==> config.mk <==
export PLATFORM = sky130hd
export DESIGN_NAME = cache_top
export DESIGN_NICKNAME = d
export VERILOG_FILES = /design/src/hw/cache_pkg.sv /design/src/hw/cache_top.sv /design/src/hw/cache_ctrl.sv /design/src/hw/cache_dpath.sv /design/src/hw/cache_array.sv
export VERILOG_INCLUDE_DIRS = /design/src /design/src/hw
export SDC_FILE = /design/constraint.sdc
export NUM_CORES = 1
export LEC_CHECK = 0
export ABC_AREA = 0
export BUFFER_PORTS_ARGS = -buffer_cell sky130_fd_sc_hd__buf_2
export CORE_AREA = 2 2 280 282
export DETAILED_ROUTE_END_ITERATION = 12
export DIE_AREA = 0 0 282 284
export PLACE_DENSITY_LB_ADDON = 0.1
export SLEW_MARGIN = 10
export SYNTH_ARGS = -nofsm -noshare
export SYNTH_HDL_FRONTEND = slang
export SYNTH_HIERARCHICAL = 1
export SYNTH_SLANG_ARGS = --single-unit
==> constraint.sdc <==
create_clock -name clk -period 6.7 [get_ports clk]
set_clock_uncertainty 0.05 [all_clocks]
set_input_delay 1.005 -clock clk [delete_from_list [all_inputs] [get_ports clk]]
set_output_delay 1.005 -clock clk [all_outputs]
set_load 0.005 [all_outputs]
==> src/hw/cache_macros.svh <==
`ifndef CACHE_MACROS_SVH
`define CACHE_MACROS_SVH

// ------------------------------
// Cache geometry
// ------------------------------

`define CACHE_WORD_W      32   // Data word width
`define CACHE_ADDR_W      16   // Word address, not byte address

`define CACHE_NUM_LINES   8    // Direct mapped, one way
`define CACHE_LINE_WORDS  4    // Words per line

// Address fields, tag | index | offset from high to low
`define CACHE_INDEX_W     3
`define CACHE_OFFSET_W    2
`define CACHE_TAG_W       11   // ADDR_W - INDEX_W - OFFSET_W

`endif
==> src/hw/cache_pkg.sv <==
`default_nettype none

`include "cache_macros.svh"

package cache_pkg;

  // ------------------------------
  // Data and address
  // ------------------------------
  typedef logic [`CACHE_WORD_W-1:0]   word_t;
  typedef logic [`CACHE_ADDR_W-1:0]   addr_t;

  typedef logic [`CACHE_TAG_W-1:0]    tag_t;
  typedef logic [`CACHE_INDEX_W-1:0]  index_t;
  typedef logic [`CACHE_OFFSET_W-1:0] offset_t;

  // Same encoding on processor and memory ports
  typedef enum logic {
    cache_read  = 1'b0,
    cache_write = 1'b1
  } req_type_e;

  // One tag array slot
  typedef struct packed {
    logic valid;
    logic dirty;   // Line differs from memory
    tag_t tag;
  } tag_entry_t;

  typedef enum logic [1:0] {
    st_pipe,    // Hits served here
    st_spill,   // Dirty victim going out
    st_refill   // New line coming in
  } ctrl_state_e;

endpackage

`default_nettype wire

==> src/hw/cache_top.sv <==
`timescale 1ns/1ps
`default_nettype none

module cache_top (
  input  logic                  clk,
  input  logic                  reset,

  // Processor request
  input  logic                  memreq_val,
  output logic                  memreq_rdy,
  input  cache_pkg::req_type_e  memreq_type,
  input  cache_pkg::addr_t      memreq_addr,
  input  cache_pkg::word_t      memreq_data,

  // Processor response
  output logic                  memresp_val,
  input  logic                  memresp_rdy,
  output cache_pkg::req_type_e  memresp_type,
  output cache_pkg::word_t      memresp_data,

  // Memory request
  output logic                  cache_req_val,
  input  logic                  cache_req_rdy,
  output cache_pkg::req_type_e  cache_req_type,
  output cache_pkg::addr_t      cache_req_addr,
  output cache_pkg::word_t      cache_req_data,

  // Memory response
  input  logic                  cache_resp_val,
  output logic                  cache_resp_rdy,
  input  cache_pkg::word_t      cache_resp_data
);

  // ------------------------------
  // Control and status wires
  // ------------------------------

  logic req_en, tag_wen, data_wen, refill_wen, set_dirty;
  logic spill_one_word_done, refill_one_word_req_sent, refill_one_word_resp_received;
  logic spill_or_refill_sel;

  logic                 req_held, tarray_match, current_dirty;
  logic                 spill_done, refill_req_done, refill_resp_done;
  cache_pkg::req_type_e req_type;

  cache_ctrl ctrl (
    .clk, .reset,
    .memreq_rdy, .memresp_val, .memresp_rdy,
    .cache_req_val, .cache_req_rdy, .cache_req_type,
    .cache_resp_val, .cache_resp_rdy,
    .req_en, .tag_wen, .data_wen, .refill_wen, .set_dirty,
    .spill_one_word_done, .refill_one_word_req_sent, .refill_one_word_resp_received,
    .spill_or_refill_sel,
    .req_held, .req_type, .tarray_match, .current_dirty,
    .spill_done, .refill_req_done, .refill_resp_done
  );

  cache_dpath dpath (
    .clk, .reset,
    .memreq_val, .memreq_addr, .memreq_data, .memreq_type,
    .memresp_data, .memresp_type,
    .cache_req_addr, .cache_req_data, .cache_resp_data,
    .req_en, .tag_wen, .data_wen, .refill_wen, .set_dirty,
    .spill_one_word_done, .refill_one_word_req_sent, .refill_one_word_resp_received,
    .spill_or_refill_sel,
    .req_held, .req_type, .tarray_match, .current_dirty,
    .spill_done, .refill_req_done, .refill_resp_done
  );

endmodule

`default_nettype wire

==> src/hw/cache_ctrl.sv <==
`timescale 1ns/1ps
`default_nettype none

module cache_ctrl (
  input  logic                  clk,
  input  logic                  reset,

  // Processor side handshakes
  output logic                  memreq_rdy,
  output logic                  memresp_val,
  input  logic                  memresp_rdy,

  // Memory side handshakes
  output logic                  cache_req_val,
  input  logic                  cache_req_rdy,
  output cache_pkg::req_type_e  cache_req_type,
  input  logic                  cache_resp_val,
  output logic                  cache_resp_rdy,

  // Control to cache_dpath
  output logic                  req_en,
  output logic                  tag_wen,
  output logic                  data_wen,
  output logic                  refill_wen,
  output logic                  set_dirty,
  output logic                  spill_one_word_done,
  output logic                  refill_one_word_req_sent,
  output logic                  refill_one_word_resp_received,
  output logic                  spill_or_refill_sel,

  // Status from cache_dpath
  input  logic                  req_held,
  input  cache_pkg::req_type_e  req_type,
  input  logic                  tarray_match,
  input  logic                  current_dirty,
  input  logic                  spill_done,
  input  logic                  refill_req_done,
  input  logic                  refill_resp_done
);

  cache_pkg::ctrl_state_e state_reg;
  cache_pkg::ctrl_state_e state_next;

  logic in_pipe;
  logic in_spill;
  logic in_refill;
  logic resp_go;        // Processor takes the response
  logic refill_sent;    // All refill reads are out

  assign in_pipe   = (state_reg == cache_pkg::st_pipe);
  assign in_spill  = (state_reg == cache_pkg::st_spill);
  assign in_refill = (state_reg == cache_pkg::st_refill);

  // ------------------------------
  // Processor side
  // ------------------------------

  // Hit answer, only from PIPE
  assign memresp_val = req_held & in_pipe & tarray_match;
  assign resp_go     = memresp_val & memresp_rdy;

  // Free slot, or slot empties on this edge
  assign memreq_rdy = !req_held || resp_go;
  assign req_en     = memreq_rdy;   // Register samples whatever is offered

  // Write hit commits when its response goes out
  assign data_wen  = resp_go && (req_type == cache_pkg::cache_write);
  assign set_dirty = data_wen;

  // ------------------------------
  // Memory side
  // ------------------------------

  // Stop requesting once the last refill read is out
  assign cache_req_val  = in_spill | (in_refill & !refill_sent);
  assign cache_req_type = in_spill ? cache_pkg::cache_write : cache_pkg::cache_read;
  assign cache_resp_rdy = in_refill;   // Spill writes get no response

  assign spill_or_refill_sel = in_refill;   // Address source in dpath

  // Per word strobes
  assign spill_one_word_done           = in_spill & cache_req_val & cache_req_rdy;
  assign refill_one_word_req_sent      = in_refill & cache_req_val & cache_req_rdy;
  assign refill_one_word_resp_received = in_refill & cache_resp_val & cache_resp_rdy;

  assign refill_wen = refill_one_word_resp_received;
  // Tag goes in with the last word
  assign tag_wen    = refill_one_word_resp_received & refill_resp_done;

  always_ff @(posedge clk) begin
    if (reset) begin
      refill_sent <= 1'b0;
    end else if (refill_one_word_req_sent && refill_req_done) begin
      refill_sent <= 1'b1;
    end else if (tag_wen) begin
      refill_sent <= 1'b0;   // Ready for the next miss
    end
  end

  // ------------------------------
  // State machine
  // ------------------------------

  always_ff @(posedge clk) begin
    if (reset) begin
      state_reg <= cache_pkg::st_pipe;
    end else begin
      state_reg <= state_next;
    end
  end

  always_comb begin
    state_next = state_reg;   // Hold by default
    case (state_reg)
      cache_pkg::st_pipe: begin
        if (req_held && !tarray_match) begin
          // Dirty victim goes out first
          state_next = current_dirty ? cache_pkg::st_spill : cache_pkg::st_refill;
        end
      end
      cache_pkg::st_spill: begin
        if (spill_one_word_done && spill_done) begin
          state_next = cache_pkg::st_refill;
        end
      end
      cache_pkg::st_refill: begin
        if (tag_wen) begin
          state_next = cache_pkg::st_pipe;   // Held request now hits
        end
      end
      default: state_next = cache_pkg::st_pipe;
    endcase
  end

endmodule

`default_nettype wire

==> src/hw/cache_dpath.sv <==
`timescale 1ns/1ps
`default_nettype none

`include "cache_macros.svh"

module cache_dpath (
  input  logic                  clk,
  input  logic                  reset,

  // Processor side payload
  input  logic                  memreq_val,
  input  cache_pkg::addr_t      memreq_addr,
  input  cache_pkg::word_t      memreq_data,
  input  cache_pkg::req_type_e  memreq_type,
  output cache_pkg::word_t      memresp_data,
  output cache_pkg::req_type_e  memresp_type,

  // Memory side payload
  output cache_pkg::addr_t      cache_req_addr,
  output cache_pkg::word_t      cache_req_data,
  input  cache_pkg::word_t      cache_resp_data,

  // Control from cache_ctrl
  input  logic                  req_en,
  input  logic                  tag_wen,
  input  logic                  data_wen,
  input  logic                  refill_wen,
  input  logic                  set_dirty,
  input  logic                  spill_one_word_done,
  input  logic                  refill_one_word_req_sent,
  input  logic                  refill_one_word_resp_received,
  input  logic                  spill_or_refill_sel,

  // Status to cache_ctrl
  output logic                  req_held,
  output cache_pkg::req_type_e  req_type,
  output logic                  tarray_match,
  output logic                  current_dirty,
  output logic                  spill_done,
  output logic                  refill_req_done,
  output logic                  refill_resp_done
);

  localparam int DATA_DEPTH = `CACHE_NUM_LINES * `CACHE_LINE_WORDS;

  // ------------------------------
  // Request register
  // ------------------------------

  cache_pkg::addr_t req_addr;
  cache_pkg::word_t req_data;

  always_ff @(posedge clk) begin
    if (reset) begin
      req_held <= 1'b0;
    end else if (req_en) begin
      req_held <= memreq_val;   // Empty slot when nothing offered
    end
  end

  always_ff @(posedge clk) begin
    if (req_en) begin   // Payload only, no reset
      req_addr <= memreq_addr;
      req_data <= memreq_data;
      req_type <= memreq_type;
    end
  end

  // Address split
  cache_pkg::tag_t    req_tag;
  cache_pkg::index_t  req_index;
  cache_pkg::offset_t req_offset;

  assign req_tag    = req_addr[`CACHE_ADDR_W-1 -: `CACHE_TAG_W];
  assign req_index  = req_addr[`CACHE_OFFSET_W +: `CACHE_INDEX_W];
  assign req_offset = req_addr[`CACHE_OFFSET_W-1:0];

  // ------------------------------
  // Tags and valid bits
  // ------------------------------

  logic [`CACHE_NUM_LINES-1:0] valid_vec;   // Reset here, array has no reset
  cache_pkg::tag_entry_t       tag_rd;
  cache_pkg::tag_entry_t       tag_wdata;
  logic                        line_valid;

  always_ff @(posedge clk) begin
    if (reset) begin
      valid_vec <= '0;
    end else if (tag_wen) begin
      valid_vec[req_index] <= 1'b1;
    end
  end

  // Refill installs clean, write hit rewrites same tag as dirty
  assign tag_wdata = '{valid: 1'b1, dirty: set_dirty, tag: req_tag};

  cache_array #(
    .DEPTH   (`CACHE_NUM_LINES),
    .entry_t (cache_pkg::tag_entry_t)
  ) tag_array (
    .clk   (clk),
    .wen   (tag_wen | set_dirty),
    .waddr (req_index),
    .wdata (tag_wdata),
    .raddr (req_index),
    .rdata (tag_rd)
  );

  assign line_valid    = valid_vec[req_index] & tag_rd.valid;
  assign tarray_match  = line_valid && (tag_rd.tag == req_tag);
  assign current_dirty = line_valid & tag_rd.dirty;   // Victim needs a spill

  // ------------------------------
  // Word counters
  // ------------------------------

  cache_pkg::offset_t spill_cnt;
  cache_pkg::offset_t refill_req_cnt;
  cache_pkg::offset_t refill_resp_cnt;

  // Each wraps to zero after the last word
  always_ff @(posedge clk) begin
    if (reset) begin
      spill_cnt       <= '0;
      refill_req_cnt  <= '0;
      refill_resp_cnt <= '0;
    end else begin
      if (spill_one_word_done)           spill_cnt       <= spill_cnt + 1'b1;
      if (refill_one_word_req_sent)      refill_req_cnt  <= refill_req_cnt + 1'b1;
      if (refill_one_word_resp_received) refill_resp_cnt <= refill_resp_cnt + 1'b1;
    end
  end

  assign spill_done       = (spill_cnt == `CACHE_OFFSET_W'(`CACHE_LINE_WORDS - 1));
  assign refill_req_done  = (refill_req_cnt == `CACHE_OFFSET_W'(`CACHE_LINE_WORDS - 1));
  assign refill_resp_done = (refill_resp_cnt == `CACHE_OFFSET_W'(`CACHE_LINE_WORDS - 1));

  // ------------------------------
  // Data array
  // ------------------------------

  logic [`CACHE_INDEX_W+`CACHE_OFFSET_W-1:0] data_raddr;
  logic [`CACHE_INDEX_W+`CACHE_OFFSET_W-1:0] data_waddr;
  cache_pkg::word_t                          data_wdata;
  cache_pkg::word_t                          data_rd;

  // No match means a miss or a spill in progress, read the victim word
  assign data_raddr = tarray_match ? {req_index, req_offset} : {req_index, spill_cnt};

  // Refill word from memory, otherwise the write hit word
  assign data_waddr = refill_wen ? {req_index, refill_resp_cnt} : {req_index, req_offset};
  assign data_wdata = refill_wen ? cache_resp_data : req_data;

  cache_array #(
    .DEPTH   (DATA_DEPTH),
    .entry_t (cache_pkg::word_t)
  ) data_array (
    .clk   (clk),
    .wen   (data_wen | refill_wen),
    .waddr (data_waddr),
    .wdata (data_wdata),
    .raddr (data_raddr),
    .rdata (data_rd)
  );

  // ------------------------------
  // Port payloads
  // ------------------------------

  assign memresp_data = data_rd;
  assign memresp_type = req_type;   // Echo of the held request

  // Refill fetches the request's line, spill writes back the victim's line
  assign cache_req_addr = spill_or_refill_sel ? {req_tag, req_index, refill_req_cnt}
                                              : {tag_rd.tag, req_index, spill_cnt};
  assign cache_req_data = data_rd;   // Only meaningful for spill writes

endmodule

`default_nettype wire

==> src/hw/cache_array.sv <==
`timescale 1ns/1ps
`default_nettype none

// Register file storage, one write port and one async read port
module cache_array #(
  parameter int  DEPTH   = 8,
  parameter type entry_t = logic
) (
  input  logic                     clk,
  input  logic                     wen,
  input  logic [$clog2(DEPTH)-1:0] waddr,
  input  entry_t                   wdata,
  input  logic [$clog2(DEPTH)-1:0] raddr,
  output entry_t                   rdata
);

  // ------------------------------
  // Storage
  // ------------------------------

  entry_t mem [DEPTH];   // Contents unknown until written

  always_ff @(posedge clk) begin
    if (wen) begin
      mem[waddr] <= wdata;   // Write lands on the edge
    end
  end

  // ------------------------------
  // Read side
  // ------------------------------

  // Combinational, so a hit answers in the cycle after acceptance
  assign rdata = mem[raddr];

endmodule

`default_nettype wire

==> impl_metrics.tcl <==
set metrics [dict create \
    rsz0062_at_grt "true" \
    n_antenna_cell 0 \
    max-cap-violations 0 \
    syn_inst 2650 \
    die_area_mm2 0.0801 \
    cts_max_level 3 \
    viasPerCell 6.35 \
    vias 25625 \
    grt_pass1_wl_mm 168 \
    critPathKind "flop to output port" \
    crit_path_cell_trace "buf_12 > buf_4 > buf_4 > mux4_1 > mux2_2 > xor2_1 > nor2_1 > nand2_1 > nor4_4 > buf_4 > mux2_2 > nor2_4 > buf_12 > buf_16 > a22o_1 > nor3_1 > a31oi_1 > nand3_1 > buf_2" \
    grt_usage 0.290 \
    synth_ff_type "edfxtp_1" \
    ys_ff_latch 1195 \
    nets 2987 \
    max_slew_margin 0.257 \
    cp_slowest_cell "mux4_1" \
    synth_area_mm2 0.0473 \
    die_width_um 282 \
    hp-class "flop to flop" \
    crit_fanout 40 \
    critPathCaptureType "output port" \
    cts_buffer_depth 3 \
    clockRootBuffer "clkbuf_16" \
    yosys.cell_types.count 48 \
    cts_tree "yes" \
    nFillCells 4853 \
    regMostFlops "dpath/data_array/mem" \
    cts_buffers 116 \
    fin_util 0.701 \
    leakage_nw 16.8 \
    power_mw 15.5 \
    period_needed_ns 6.54 \
    overflow 0 \
    cp_slowest_stage_delay_ns 0.57 \
    core_area_mm2 0.0770 \
    largest_reg_flops 1024 \
    crit_path_frequent_cell "buf_4" \
    synth-compound-area-share 0.0433 \
    post-place-ws_ns 0.384 \
    firstDrtPassIters 5 \
    worstMarginPinSlew_ns 1.11 \
    hold_violations 0 \
    routed_wl_mm 115 \
    cts-hold-fix-buffers 0 \
    ir_drop_v 0.000288 \
    min_period_over_period 0.975 \
    ys_warn_count 6 \
    clk_latency_ns 0.67 \
    wire_per_inst_um 28.5 \
    synthXorXnorAreaFrac 0.00259 \
    slew_violations 0 \
    avgSynthCellArea_um2 17.8 \
    fin_area_mm2 0.0540 \
    io_buffers 172 \
    synth_top_family_by_area "multiplexers" \
    clk_pin_slew_ns 0.06 \
    cp-start-kind "flop" \
    grt_max_degree 51 \
    die_h_um 284 \
    ys_seq_area_frac 0.755 \
    fin_ws_ns 0.164 \
    first_iter_violations 3316 \
    critPathArrivalTime_ns 5.48 \
    status "complete, no violations" \
    synthMuxAreaShare 0.140 \
    drc 0 \
    synthAdderAreaFrac 0.000794 \
    powerDensity_mw_per_mm2 286 \
    area.growth.synth_to_final_pct 14.2 \
    setup_viol 0 \
    rows 102 \
    antenna_found_initial 2 \
    synthSimpleGateAreaFrac 0.0336 \
    final_layout_size_suffix_gt1_frac 0.197 \
    top_regs "dpath/data_array/mem x1024, dpath/tag_array/mem x104, dpath/req_data x32" \
    worst_ep_required_time_ns 5.64 \
    pin_count 173 \
    grt_pass1_vias 25523 \
    clkSinkCount 1195 \
    synth_edf_count 1177 \
    place_congestion 0.797 \
    synthArstFlopShare 0 \
    placed_area_mm2 0.0501 \
    max_clock_freq_mhz 153 \
    antenna_left 0 \
    start_util 0.614 \
    dp_hpwl_mm 63.4 \
    setup_tns_ns 0 \
]
-- cell type report --
cell class | instances | area [um^2] | share of cell area
Timing Repair Buffer | 302 | 2460 | 0.0457
Clock inverter | 72 | 622 | 0.0115
Clock buffer | 142 | 3060 | 0.0568
Sequential cell | 1195 | 35700 | 0.662
Multi-Input combinational cell | 1280 | 10800 | 0.200
Tap cell | 1040 | 1300 | 0.0241
Inverter | 2 | 7.51 | 0.000139
-- where the power goes --
| group | leakage, nW | switching, mW | total, mW | internal, mW |
|---|---|---|---|---|
| Combinational | 4.23 | 0.529 | 0.772 | 0.244 |
| Sequential | 10.8 | 0.0257 | 8.37 | 8.35 |
| Clock | 1.80 | 2.69 | 6.31 | 3.62 |
| Total | 16.8 | 3.24 | 15.5 | 12.2 |
-- synthesized netlist by cell type, types with 7 or more instances --
cell type,n,share of area
mux4_1,24,0.013
clkbuf_1,52,0.0041
buf_6,19,0.0045
xor2_1,10,0.0019
edfxtp_1,1177,0.75
a31oi_1,36,0.0048
nand2_1,110,0.0087
buf_1,7,0.00056
a21oi_1,102,0.011
nor2_1,62,0.0049
a22o_1,64,0.012
mux2i_1,518,0.11
dfxtp_1,18,0.0076
nor3_1,36,0.0038
buf_2,29,0.0031
buf_4,73,0.012
nand3_1,100,0.011
a22oi_1,96,0.015
mux2_2,56,0.013
-- per-layer routing --
metal	part of all wire	GRT usage
met5	0	0
met4	0.018	0.0693
met3	0.095	0.0497
met1	0.41	0.434
met2	0.47	0.452
-- worst paths after layout --
check / start / to / slack (ns) / depth (start not counted)
worst min-delay path: dpath/valid_vec[2] / dpath/valid_vec[2] / 0.43 / 2
worst min register to register: dpath/valid_vec[2] / dpath/valid_vec[2] / 0.43 / 2
worst max register to register: dpath/req_addr[2] / dpath/data_array/mem[9][23] / 0.91 / 16
worst max-delay path: dpath/req_addr[2] / cache_req_data[5] / 0.16 / 19
-- critical path, delay by kind of cell (launching register included) --
kind | cells | cell delay, ns
buffers and inverters | 7 | 1.44
multiplexers | 3 | 1.33
AND/OR/NAND/NOR | 6 | 1.02
AO/OA/AOI/OAI | 2 | 0.44
flip-flops | 1 | 0.37
XOR/XNOR | 1 | 0.15
-- layout by cell type (no fill, tap or decap), types with 4 or more instances in the layout --
cell and instances:
nor3_1 33, clkinv_1 29, mux4_1 24, nand2b_1 4, nand2_1 108, a31oi_1 34, clkinv_2 23, clkbuf_16 119
nor2_4 33, buf_4 79, mux2i_1 518, nand3_1 98, mux2_2 57, a22oi_1 96, buf_2 172, mux2_1 4
edfxtp_1 1177, conb_1 8, xor2_1 10, xnor2_1 4, clkinvlp_4 4, nand3b_1 5, a22o_1 64, clkbuf_1 23
nor2_1 29, bufinv_16 10, dfxtp_1 18, a21oi_1 102, buf_12 48
-- metrics by stage --
step	hold slack, ns	instances
after floorplan	0.382	2657
after global placement	0.391	3809
after detailed placement	0.411	3809
after CTS	0.421	4031
after global routing	0.425	4033
final	0.428	4033
-- what timing repair did --
item,CTS,global route
resized for setup,3,8
endpoints found under the hold margin,0,0
pin swaps,0,1
setup endpoints to repair,64,54
buffers inserted,6,2
gates cloned,2,0
-- kinds of logic after synthesis --
family | after synthesis
compound gates | 302
fa+ha+maj | 3
simple gates | 343
flops | 1195
other cells | 1
buf+inv | 184
mux | 608
xor+xnor | 14
No activity file was read; power rests on OpenSTA's default activity.
